File: src/rtl/ifs_pkg.sv
// Shared types, opcodes and constants of the fetch stage, imported by every RTL file and the testbench
package ifs_pkg;

  //////////////////////////////
  // Privilege and fetch words
  //////////////////////////////

  // Only user and machine mode exist in this core
  typedef enum logic [1:0] {
    PRIV_LVL_U = 2'b00,
    PRIV_LVL_M = 2'b11
  } privlvl_t;

  // The two halves of a fetched word, upper half first as in memory bit order
  typedef struct packed {
    logic [15:0] hi;
    logic [15:0] lo;
  } halfword_pair_t;

  // A fetched word is read whole as an instruction or split into halfwords by the aligner
  typedef union packed {
    logic [31:0]    instr;
    halfword_pair_t half;
  } fetch_word_u;

  //////////////////////////////
  // Bus and control
  //////////////////////////////

  typedef struct packed {
    logic        req;
    logic [31:0] addr;
  } obi_req_t;

  typedef struct packed {
    logic        gnt;
    logic        rvalid;
    logic [31:0] rdata;
  } obi_resp_t;

  // Command from the controller, branch_addr and priv_lvl only matter with kill_if
  typedef struct packed {
    logic        halt_if;
    logic        kill_if;
    logic [31:0] branch_addr;
    privlvl_t    priv_lvl;
  } ctrl_fsm_t;

  // IF/ID pipeline register, 70 bits
  typedef struct packed {
    logic        instr_valid;
    logic [31:0] instr;
    logic [31:0] pc;
    privlvl_t    priv_lvl;
    logic        compressed;
    logic        illegal_c_insn;
    logic        dummy;
  } if_id_pipe_t;

  // Major opcodes produced by the compressed expansion
  localparam logic [6:0] OPCODE_OP    = 7'h33;
  localparam logic [6:0] OPCODE_OPIMM = 7'h13;
  localparam logic [6:0] OPCODE_LOAD  = 7'h03;
  localparam logic [6:0] OPCODE_STORE = 7'h23;
  localparam logic [6:0] OPCODE_JAL   = 7'h6f;

  // ADD x0,x0,x0 has no architectural effect, so it serves as the dummy
  localparam logic [31:0] DUMMY_INSTR = {7'b0, 5'd0, 5'd0, 3'b000, 5'd0, OPCODE_OP};

  // Defaults for the top-level parameters
  localparam logic [31:0] BOOT_ADDR_DEFAULT = 32'h0000_0080;
  localparam logic [15:0] LFSR_SEED_DEFAULT = 16'hace1;

endpackage

File: src/rtl/ifs_prefetch_buffer.sv
// Word prefetcher for the fetch stage; issues bus requests and hands buffered words to the aligner
`timescale 1ns/1ps

module ifs_prefetch_buffer #(
  parameter logic [31:0] BOOT_ADDR = ifs_pkg::BOOT_ADDR_DEFAULT
) (
  input  logic                 clk,
  input  logic                 rst_n,
  input  logic                 kill_i,
  input  logic [31:0]          branch_addr_i,
  output ifs_pkg::obi_req_t    obi_req_o,
  input  ifs_pkg::obi_resp_t   obi_resp_i,
  output ifs_pkg::fetch_word_u word_o,
  output logic [31:0]          word_addr_o,
  output logic                 word_valid_o,
  input  logic                 pop_i
);
  import ifs_pkg::*;

  localparam logic [31:0] BOOT_WORD = {BOOT_ADDR[31:2], 2'b00};

  logic [31:0] branch_word;
  logic [31:0] base_addr;
  logic [31:0] fetch_addr_q;
  logic [31:0] fetch_addr_n;
  logic        req_q;
  logic        req_n;
  logic [31:0] req_addr_q;
  logic [31:0] req_addr_n;
  logic [31:0] head_addr_q;
  logic [1:0]  out_q;
  logic [1:0]  out_n;
  logic [1:0]  disc_q;
  logic [1:0]  disc_n;
  logic [1:0]  cnt_q;
  logic [1:0]  cnt_n;
  logic        rd_ptr_q;
  logic        wr_ptr_q;
  logic        granted;
  logic        hold_req;
  logic        drop_resp;
  logic        push;
  logic        do_pop;
  logic        can_issue;
  fetch_word_u fifo_q [2];

  assign branch_word = {branch_addr_i[31:2], 2'b00};
  assign granted     = req_q & obi_resp_i.gnt;
  // A request without grant must keep req and addr as they are
  assign hold_req    = req_q & ~obi_resp_i.gnt;
  // Responses to requests issued before a kill are counted away here
  assign drop_resp   = (disc_q != 2'd0);
  assign push        = obi_resp_i.rvalid & ~drop_resp & ~kill_i;
  assign do_pop      = pop_i & (cnt_q != 2'd0) & ~kill_i;

  assign out_n     = out_q + {1'b0, granted} - {1'b0, obi_resp_i.rvalid};
  assign cnt_n     = kill_i ? 2'd0 : cnt_q + {1'b0, push} - {1'b0, do_pop};
  assign base_addr = kill_i ? branch_word : fetch_addr_q;
  // Buffered words plus requests in flight never exceed two
  assign can_issue = ({1'b0, cnt_n} + {1'b0, out_n}) < 3'd2;

  always_comb begin
    disc_n = disc_q;
    if (kill_i) begin
      // Everything in flight is stale, including a request still waiting for its grant
      disc_n = out_n + {1'b0, hold_req};
    end else if (obi_resp_i.rvalid && drop_resp) begin
      disc_n = disc_q - 2'd1;
    end
  end

  always_comb begin
    req_n        = req_q;
    req_addr_n   = req_addr_q;
    fetch_addr_n = base_addr;
    if (!hold_req) begin
      req_n = can_issue;
      if (can_issue) begin
        req_addr_n   = base_addr;
        fetch_addr_n = base_addr + 32'd4;
      end
    end
  end

  always_ff @(posedge clk, negedge rst_n) begin
    if (!rst_n) begin
      req_q        <= 1'b0;
      req_addr_q   <= BOOT_WORD;
      fetch_addr_q <= BOOT_WORD;
      head_addr_q  <= BOOT_WORD;
      out_q        <= 2'd0;
      disc_q       <= 2'd0;
      cnt_q        <= 2'd0;
      rd_ptr_q     <= 1'b0;
      wr_ptr_q     <= 1'b0;
    end else begin
      req_q        <= req_n;
      req_addr_q   <= req_addr_n;
      fetch_addr_q <= fetch_addr_n;
      out_q        <= out_n;
      disc_q       <= disc_n;
      cnt_q        <= cnt_n;
      if (kill_i) begin
        rd_ptr_q    <= 1'b0;
        wr_ptr_q    <= 1'b0;
        head_addr_q <= branch_word;
      end else begin
        if (push) begin
          wr_ptr_q <= ~wr_ptr_q;
        end
        if (do_pop) begin
          rd_ptr_q    <= ~rd_ptr_q;
          head_addr_q <= head_addr_q + 32'd4;
        end
      end
    end
  end

  // Word storage
  always_ff @(posedge clk) begin
    if (push) begin
      fifo_q[wr_ptr_q].instr <= obi_resp_i.rdata;
    end
  end

  assign obi_req_o.req  = req_q;
  assign obi_req_o.addr = req_addr_q;
  assign word_o         = fifo_q[rd_ptr_q];
  assign word_addr_o    = head_addr_q;
  assign word_valid_o   = (cnt_q != 2'd0);

endmodule

File: src/rtl/ifs_aligner.sv
// Instruction aligner; cuts buffered words into 16 and 32-bit instructions at halfword addresses
`timescale 1ns/1ps

module ifs_aligner (
  input  logic                 clk,
  input  logic                 rst_n,
  input  logic                 kill_i,
  input  logic                 start_half_i,
  input  ifs_pkg::fetch_word_u word_i,
  input  logic [31:0]          word_addr_i,
  input  logic                 word_valid_i,
  output logic                 pop_o,
  output logic [31:0]          instr_o,
  output logic                 compressed_o,
  output logic [31:0]          pc_o,
  output logic                 valid_o,
  input  logic                 ready_i
);

  // Set when the next instruction starts in the upper half of the head word
  logic        half_q;
  // Set when residue_q holds the low half of a 32-bit instruction that crosses a word
  logic        res_valid_q;
  logic [15:0] residue_q;
  logic        lo_is_c;
  logic        hi_is_c;
  logic        issue;
  logic        spill;

  assign lo_is_c = (word_i.half.lo[1:0] != 2'b11);
  assign hi_is_c = (word_i.half.hi[1:0] != 2'b11);
  assign issue   = valid_o & ready_i;

  // Upper half starts a 32-bit instruction, so park it and wait for the next word
  assign spill = half_q & ~res_valid_q & ~hi_is_c & word_valid_i & ~kill_i;

  always_comb begin
    instr_o      = word_i.instr;
    compressed_o = 1'b0;
    pc_o         = word_addr_i;
    valid_o      = word_valid_i;
    if (res_valid_q) begin
      // Head word is the one after the parked half
      instr_o = {word_i.half.lo, residue_q};
      pc_o    = word_addr_i - 32'd2;
    end else if (!half_q) begin
      compressed_o = lo_is_c;
    end else begin
      instr_o      = {16'h0000, word_i.half.hi};
      compressed_o = hi_is_c;
      pc_o         = word_addr_i + 32'd2;
      valid_o      = word_valid_i & hi_is_c;
    end
  end

  // The head word is used up by a full aligned word, an upper compressed half or a spill
  assign pop_o = spill | (issue & ~res_valid_q & (half_q | ~lo_is_c));

  always_ff @(posedge clk, negedge rst_n) begin
    if (!rst_n) begin
      half_q      <= 1'b0;
      res_valid_q <= 1'b0;
    end else if (kill_i) begin
      half_q      <= start_half_i;
      res_valid_q <= 1'b0;
    end else if (spill) begin
      half_q      <= 1'b0;
      res_valid_q <= 1'b1;
    end else if (issue) begin
      if (res_valid_q) begin
        // Low half of the head word went with the residue
        res_valid_q <= 1'b0;
        half_q      <= 1'b1;
      end else if (!half_q) begin
        half_q <= lo_is_c;
      end else begin
        half_q <= 1'b0;
      end
    end
  end

  always_ff @(posedge clk) begin
    if (spill) begin
      residue_q <= word_i.half.hi;
    end
  end

endmodule

File: src/rtl/ifs_compressed_decoder.sv
// Combinational RVC expander for the supported subset, flags all other compressed encodings
`timescale 1ns/1ps

module ifs_compressed_decoder (
  input  logic [31:0] instr_i,
  input  logic        compressed_i,
  output logic [31:0] instr_o,
  output logic        illegal_c_insn_o
);
  import ifs_pkg::*;

  logic [15:0] c;
  logic [4:0]  c_rd;
  logic [4:0]  c_rs2;
  // Three-bit register fields address x8 to x15
  logic [4:0]  c_rdp;
  logic [4:0]  c_rs1p;
  logic [11:0] c_imm;

  assign c      = instr_i[15:0];
  assign c_rd   = c[11:7];
  assign c_rs2  = c[6:2];
  assign c_rdp  = {2'b01, c[4:2]};
  assign c_rs1p = {2'b01, c[9:7]};
  // Six-bit signed immediate of C.ADDI and C.LI
  assign c_imm  = {{7{c[12]}}, c[6:2]};

  always_comb begin
    instr_o          = instr_i;
    illegal_c_insn_o = 1'b0;
    if (compressed_i) begin
      // Unsupported or reserved encodings fall through unexpanded
      illegal_c_insn_o = 1'b1;
      case (c[1:0])
        2'b00: begin
          case (c[15:13])
            3'b010: begin
              // C.LW becomes lw rd', uimm(rs1')
              instr_o = {5'b00000, c[5], c[12:10], c[6], 2'b00, c_rs1p, 3'b010,
                         c_rdp, OPCODE_LOAD};
              illegal_c_insn_o = 1'b0;
            end
            3'b110: begin
              // C.SW becomes sw rs2', uimm(rs1')
              instr_o = {5'b00000, c[5], c[12], c_rdp, c_rs1p, 3'b010,
                         c[11:10], c[6], 2'b00, OPCODE_STORE};
              illegal_c_insn_o = 1'b0;
            end
            default: ;
          endcase
        end
        2'b01: begin
          case (c[15:13])
            3'b000: begin
              // C.ADDI becomes addi rd, rd, imm
              instr_o          = {c_imm, c_rd, 3'b000, c_rd, OPCODE_OPIMM};
              illegal_c_insn_o = 1'b0;
            end
            3'b010: begin
              // C.LI becomes addi rd, x0, imm
              instr_o          = {c_imm, 5'd0, 3'b000, c_rd, OPCODE_OPIMM};
              illegal_c_insn_o = 1'b0;
            end
            3'b101: begin
              // C.J becomes jal x0 with the scrambled offset put back in JAL order
              instr_o = {c[12], c[8], c[10:9], c[6], c[7], c[2], c[11], c[5:3],
                         c[12], {8{c[12]}}, 5'd0, OPCODE_JAL};
              illegal_c_insn_o = 1'b0;
            end
            default: ;
          endcase
        end
        2'b10: begin
          // C.MV and C.ADD share funct3 100, rs2 of zero would mean C.JR or C.JALR
          if (c[15:13] == 3'b100 && c_rs2 != 5'd0) begin
            if (c[12]) begin
              instr_o = {7'b0, c_rs2, c_rd, 3'b000, c_rd, OPCODE_OP};
            end else begin
              instr_o = {7'b0, c_rs2, 5'd0, 3'b000, c_rd, OPCODE_OP};
            end
            illegal_c_insn_o = 1'b0;
          end
        end
        default: ;
      endcase
    end
  end

endmodule

File: src/rtl/ifs_dummy_inserter.sv
// LFSR-driven decision of when a dummy instruction takes the next issue slot of the fetch stage
`timescale 1ns/1ps

module ifs_dummy_inserter #(
  parameter logic [15:0] LFSR_SEED = ifs_pkg::LFSR_SEED_DEFAULT
) (
  input  logic clk,
  input  logic rst_n,
  input  logic dummy_en_i,
  input  logic issue_i,
  output logic dummy_insert_o
);

  // The seed has to be nonzero or the LFSR never leaves zero
  logic [15:0] lfsr_q;
  logic        feedback;
  // Set for the slot that follows an issued dummy
  logic        last_dummy_q;

  // Taps for x^16 + x^14 + x^13 + x^11 + 1, a maximal length sequence
  assign feedback = lfsr_q[15] ^ lfsr_q[13] ^ lfsr_q[12] ^ lfsr_q[10];

  // Roughly one slot in eight, and never two in a row
  assign dummy_insert_o = dummy_en_i & (lfsr_q[2:0] == 3'b000) & ~last_dummy_q;

  always_ff @(posedge clk, negedge rst_n) begin
    if (!rst_n) begin
      lfsr_q       <= LFSR_SEED;
      last_dummy_q <= 1'b0;
    end else if (issue_i) begin
      // Only a used slot moves the sequence on, so a stalled decision stays stable
      lfsr_q       <= {lfsr_q[14:0], feedback};
      last_dummy_q <= dummy_insert_o;
    end
  end

endmodule

File: src/rtl/ifs_if_stage.sv
// Top of the instruction-fetch stage; connects prefetch, aligner, decoder and dummy logic to IF/ID
`timescale 1ns/1ps

module ifs_if_stage #(
  parameter logic [31:0] BOOT_ADDR = ifs_pkg::BOOT_ADDR_DEFAULT,
  parameter logic [15:0] LFSR_SEED = ifs_pkg::LFSR_SEED_DEFAULT
) (
  input  logic                 clk,
  input  logic                 rst_n,
  output ifs_pkg::obi_req_t    obi_req_o,
  input  ifs_pkg::obi_resp_t   obi_resp_i,
  input  ifs_pkg::ctrl_fsm_t   ctrl_fsm_i,
  input  logic                 dummy_en_i,
  output ifs_pkg::if_id_pipe_t if_id_pipe_o,
  output logic                 if_valid_o,
  input  logic                 id_ready_i
);
  import ifs_pkg::*;

  fetch_word_u pf_word;
  logic [31:0] pf_word_addr;
  logic        pf_valid;
  logic        pf_pop;
  logic [31:0] al_instr;
  logic [31:0] al_pc;
  logic        al_compressed;
  logic        aligned_valid;
  logic [31:0] dec_instr;
  logic        illegal_c_insn;
  logic        dummy_insert;
  logic        if_ready;
  logic        issue_ready;
  logic        issue;
  privlvl_t    priv_q;
  if_id_pipe_t pipe_q;

  //////////////////////////////
  // Fetch datapath
  //////////////////////////////

  ifs_prefetch_buffer #(
    .BOOT_ADDR (BOOT_ADDR)
  ) prefetch_buffer_i (
    .clk           (clk),
    .rst_n         (rst_n),
    .kill_i        (ctrl_fsm_i.kill_if),
    .branch_addr_i (ctrl_fsm_i.branch_addr),
    .obi_req_o     (obi_req_o),
    .obi_resp_i    (obi_resp_i),
    .word_o        (pf_word),
    .word_addr_o   (pf_word_addr),
    .word_valid_o  (pf_valid),
    .pop_i         (pf_pop)
  );

  // Bit 1 of the target picks the half where the aligner resumes
  ifs_aligner aligner_i (
    .clk          (clk),
    .rst_n        (rst_n),
    .kill_i       (ctrl_fsm_i.kill_if),
    .start_half_i (ctrl_fsm_i.branch_addr[1]),
    .word_i       (pf_word),
    .word_addr_i  (pf_word_addr),
    .word_valid_i (pf_valid),
    .pop_o        (pf_pop),
    .instr_o      (al_instr),
    .compressed_o (al_compressed),
    .pc_o         (al_pc),
    .valid_o      (aligned_valid),
    .ready_i      (issue_ready)
  );

  ifs_compressed_decoder compressed_decoder_i (
    .instr_i          (al_instr),
    .compressed_i     (al_compressed),
    .instr_o          (dec_instr),
    .illegal_c_insn_o (illegal_c_insn)
  );

  ifs_dummy_inserter #(
    .LFSR_SEED (LFSR_SEED)
  ) dummy_inserter_i (
    .clk            (clk),
    .rst_n          (rst_n),
    .dummy_en_i     (dummy_en_i),
    .issue_i        (issue),
    .dummy_insert_o (dummy_insert)
  );

  //////////////////////////////
  // Issue control
  //////////////////////////////

  // The pipe takes a new entry when it is empty or decode drains it this cycle
  assign if_ready    = ~ctrl_fsm_i.halt_if & ~ctrl_fsm_i.kill_if &
                       (~pipe_q.instr_valid | id_ready_i);
  // A dummy uses the slot but leaves the aligned instruction where it is
  assign issue_ready = if_ready & ~dummy_insert;
  assign issue       = if_ready & aligned_valid;

  // Privilege of everything fetched after a kill
  always_ff @(posedge clk, negedge rst_n) begin
    if (!rst_n) begin
      priv_q <= PRIV_LVL_M;
    end else if (ctrl_fsm_i.kill_if) begin
      priv_q <= ctrl_fsm_i.priv_lvl;
    end
  end

  // IF/ID register
  always_ff @(posedge clk, negedge rst_n) begin
    if (!rst_n) begin
      pipe_q          <= '0;
      pipe_q.priv_lvl <= PRIV_LVL_M;
    end else if (ctrl_fsm_i.kill_if) begin
      pipe_q.instr_valid <= 1'b0;
    end else if (if_ready) begin
      pipe_q.instr_valid <= aligned_valid;
      if (aligned_valid) begin
        pipe_q.instr          <= dummy_insert ? DUMMY_INSTR : dec_instr;
        // A dummy reports the pc of the instruction it precedes
        pipe_q.pc             <= al_pc;
        pipe_q.priv_lvl       <= priv_q;
        pipe_q.compressed     <= al_compressed & ~dummy_insert;
        pipe_q.illegal_c_insn <= illegal_c_insn & ~dummy_insert;
        pipe_q.dummy          <= dummy_insert;
      end
    end
  end

  assign if_id_pipe_o = pipe_q;
  // Halt and kill hide the held entry from decode in the same cycle
  assign if_valid_o   = pipe_q.instr_valid & ~ctrl_fsm_i.halt_if & ~ctrl_fsm_i.kill_if;

endmodule

File: config.mk
export PLATFORM = sky130hd
export DESIGN_NAME = ifs_if_stage
export DESIGN_NICKNAME = d
export VERILOG_FILES = /design/src/rtl/ifs_pkg.sv /design/src/rtl/ifs_prefetch_buffer.sv /design/src/rtl/ifs_aligner.sv /design/src/rtl/ifs_compressed_decoder.sv /design/src/rtl/ifs_dummy_inserter.sv /design/src/rtl/ifs_if_stage.sv
export SDC_FILE = /design/constraint.sdc
export NUM_CORES = 1
export LEC_CHECK = 0
export ABC_AREA = 0
export BUFFER_PORTS_ARGS = -buffer_cell sky130_fd_sc_hd__buf_4
export CAP_MARGIN = 0
export CORE_MARGIN = 3
export CORE_UTILIZATION = 53
export CTS_CLUSTER_SIZE = 30
export DETAILED_ROUTE_END_ITERATION = 6
export GPL_ROUTABILITY_DRIVEN = 0
export GPL_TIMING_DRIVEN = 0
export PLACE_DENSITY = 0.88
export SYNTH_ARGS = -nofsm -noshare
export SYNTH_HDL_FRONTEND = slang
export SYNTH_HIERARCHICAL = 1
export SYNTH_SLANG_ARGS = --single-unit
File: constraint.sdc
create_clock -name clk -period 5.2 [get_ports clk]
set_input_delay 0.52 -clock clk [delete_from_list [all_inputs] [get_ports clk]]
set_output_delay 0.52 -clock clk [all_outputs]
set_load 0.01 [all_outputs]
==> impl_metrics.yaml <==
cells_and_area:
  final_area_sq_um: 17800
  layout_commonest_cell: "buf_4"
  most-common-layout-cells: "buf_4 (190), dfrtp_1 (178), nand2_1 (120)"
  utilization: 0.653
  drive_above_1_share: 0.270
  nNetsFinal: 1658
  diodes: 0
  layoutNonFillerInstCount: 1967
  areaGrowthSynthToFinish_pct: 20.3
logic_synthesis:
  syn_area_sq_um: 14800
  synthCells: 1357
  yosysSeqAreaShare: 0.493
  synth-edff-count: 80
  ys_ff_latch: 274
  avgSynthCellArea_sq_um: 10.9
  ys_types: 91
  async_flop_share: 0.708
  yosys_warnings: 6
  ys.flop_type: "dfrtp_1"
power_and_ir_drop:
  ir_worst_vdd_mv: 0.361
  leakage_nw: 7.59
  cellPowerDensity_nw_per_um2: 433
clocking:
  clk_pin_slew_worst_paths_ns: 0.06
  htreeDepth: 1
  cts_tree: "yes"
  numCtsBuffers: 29
  clock_latency_ns: 0.55
  clock_path_buffers: 3
  cts_root_buf: "clkbuf_16"
  clock-sinks: 274
run:
  cap_violations: 0
grt:
  grt_pass1_vias: 12000
  grt-ovfl-total: 0
  grt_pass1_wl_um: 62900
  antenna_found_initial: 0
  grt_usage: 0.253
  grt_max_degree: 114
placement:
  place_area_sq_um: 16600
  io_buffers: 176
  placed_cells: 1907
  hpwlAfterDp_um: 28000
sta:
  tightest_slew_ns: 1.29
  slew_headroom: 0.134
  setup-violations-final: 0
  timing.final.crit_share: 0.963
  period_minus_slack_ns: 5.01
  drv_slew: 0
  clock.fmax_ghz: 0.200
  hold_viol_final: 0
  clock_skew_ns: 0.0253
critical_path:
  reg2reg_from: "prefetch_buffer_i/rd_ptr_q"
  r2r.worst_path.cells: 23
  critical_path_required_ns: 5.59
  cp.arrival_ns: 5.40
  crit_path_start_kind: "register"
  path_class: "reg -> reg"
  crit_start: "prefetch_buffer_i/rd_ptr_q"
  critPathMaxFanout: 10
  reg2reg_slack_ns: 0.19
  r2r-end: "prefetch_buffer_i/fetch_addr_q[13]"
  cp-end-kind: "register"
run_status:
  violations: "design-rule violations"
  status: "finished with violations"
detailed_routing:
  drc: 26
  routedWlPerCell_um: 20.1
  first_iter_violations: 1442
  ant_nets: 0
  drtPass1Iterations: 7
  postRouteWirelength_um: 39400
  via_per_inst: 6.10
  vias: 12000
floorplan:
  die_area_sq_um: 29900
  start_util: 0.543
  chipHeight_um: 173
  rows: 60
  core_area_sq_um: 27200
  die_x_um: 173
  num_io_pins: 178
worst_hold_path:
  min_path_type: "in -> reg"
  hold_depth: 1
  min_to: "prefetch_buffer_i/fifo_q[0][2]"
  hp-start: "obi_resp_i[2]"
## cells by family after synthesis
group | synth area share
AND/OR/NAND/NOR | 0.154
buffers and inverters | 0.0393
XOR/XNOR | 0.0617
adder cells (fa/ha/maj) | 0.00984
flip-flops | 0.493
other | 0.000254
AO/OA/AOI/OAI | 0.136
multiplexers | 0.106
## critical path, cell delays in order (launching register included)
cell and delay, ns:
dfrtp_2 0.43, clkbuf_8 0.18, mux2_4 0.35, nand2_1 0.11
nor2_1 0.08, nor4b_2 0.27, o21a_1 0.16, o21a_1 0.12
buf_4 0.16, nor2b_2 0.15, ha_1 0.24, inv_1 0.06
ha_1 0.14, xor2_1 0.18, xnor2_1 0.09, or2_2 0.31
fa_1 0.55, nand2_4 0.10, a2111oi_4 0.19, buf_4 0.19
nand4_4 0.23, nor2_1 0.24, xnor2_1 0.18, mux2i_1 0.14
## registers in the layout, indices dropped and copies added (netlist names)
register / cells
dummy_inserter_i/lfsr_q: 16
dummy_inserter_i/last_dummy_q: 1
prefetch_buffer_i/wr_ptr_q: 1
prefetch_buffer_i/cnt_q: 2
aligner_i/residue_q: 16
prefetch_buffer_i/req_q: 1
prefetch_buffer_i/word_addr_o: 30
if_id_pipe_o: 70
prefetch_buffer_i/out_q: 2
prefetch_buffer_i/req_addr_q: 32
prefetch_buffer_i/rd_ptr_q: 1
aligner_i/res_valid_q: 1
prefetch_buffer_i/fifo_q: 64
prefetch_buffer_i/disc_q: 2
priv_q: 2
aligner_i/half_q: 1
prefetch_buffer_i/fetch_addr_q: 32
## cell type report
type	count	area [sq um]
Clock buffer	44	876
Clock inverter	9	120
Buffer	83	465
Sequential cell	274	7280
Inverter	34	128
Timing Repair Buffer	185	1420
Tap cell	372	465
Fill cell	1952	9420
Multi-Input combinational cell	966	7000
## worst max-delay path by stage
stage                                              end
floorplan           prefetch_buffer_i/fetch_addr_q[29]
global placement      prefetch_buffer_i/req_addr_q[29]
detailed placement    prefetch_buffer_i/req_addr_q[19]
CTS                 prefetch_buffer_i/fetch_addr_q[18]
global route        prefetch_buffer_i/fetch_addr_q[13]
finish              prefetch_buffer_i/fetch_addr_q[13]
## power by group
part / leakage [nW] / switching [mW] / total (mW) / internal, mW
Sequential: 3.11 / 0.352 / 3.07 / 2.72
Combinational: 3.99 / 1.34 / 2.53 / 1.19
Clock: 0.489 / 0.832 / 2.09 / 1.26
Total: 7.59 / 2.52 / 7.69 / 5.17
## through the flow
stage               setup TNS, ns  setup slack, ns  hold slack [ns]  power, mW
finish                          0            0.192            0.164       7.69
global route               -0.154          -0.0456            0.147       8.07
detailed placement         -34.69           -0.961            0.492       5.53
floorplan                       0            0.138            0.224       4.44
global placement           -23.61           -0.762            0.487       5.42
CTS                             0           0.0403            0.148       7.68
## synth_stat cells, types with 10 or more instances
cell / number / area, sq um
dfrtp_1: 179 / 4480
nor3_1: 13 / 65.1
nor2b_1: 18 / 113
xnor2_1: 58 / 508
inv_1: 34 / 128
dfstp_2: 15 / 394
and3_1: 15 / 93.8
nor2_1: 109 / 409
a31oi_1: 18 / 113
xor2_1: 46 / 403
mux2_4: 43 / 646
nand4_1: 23 / 144
edfxtp_1: 80 / 2400
buf_2: 27 / 135
nand3_1: 31 / 155
nor4_1: 15 / 93.8
o21ai_0: 69 / 345
nand2b_1: 25 / 156
a22o_1: 52 / 455
clkbuf_1: 32 / 120
ha_1: 10 / 125
nand2_1: 121 / 454
mux2_2: 47 / 529
mux2i_1: 39 / 390
a21oi_1: 69 / 345
## timing repair
| action | 4_1_cts | 5_1_grt |
|---|---|---|
| endpoints found under the setup margin | 60 | 53 |
| buffers inserted | 4 | 3 |
| hold endpoints to repair | 37 | 0 |
| hold buffers | 1 | 0 |
| resized for setup | 16 | 11 |
| pin swaps | 4 | 8 |
## layer usage
layer,wire [um],global-route usage,vias to the layer above
met5,0,0,-
met4,1370,0.0807,0
met3,3610,0.0549,161
met2,18100,0.408,793
met1,16400,0.346,5701
li1,-,-,5351
No activity file was read; power rests on OpenSTA's default activity.
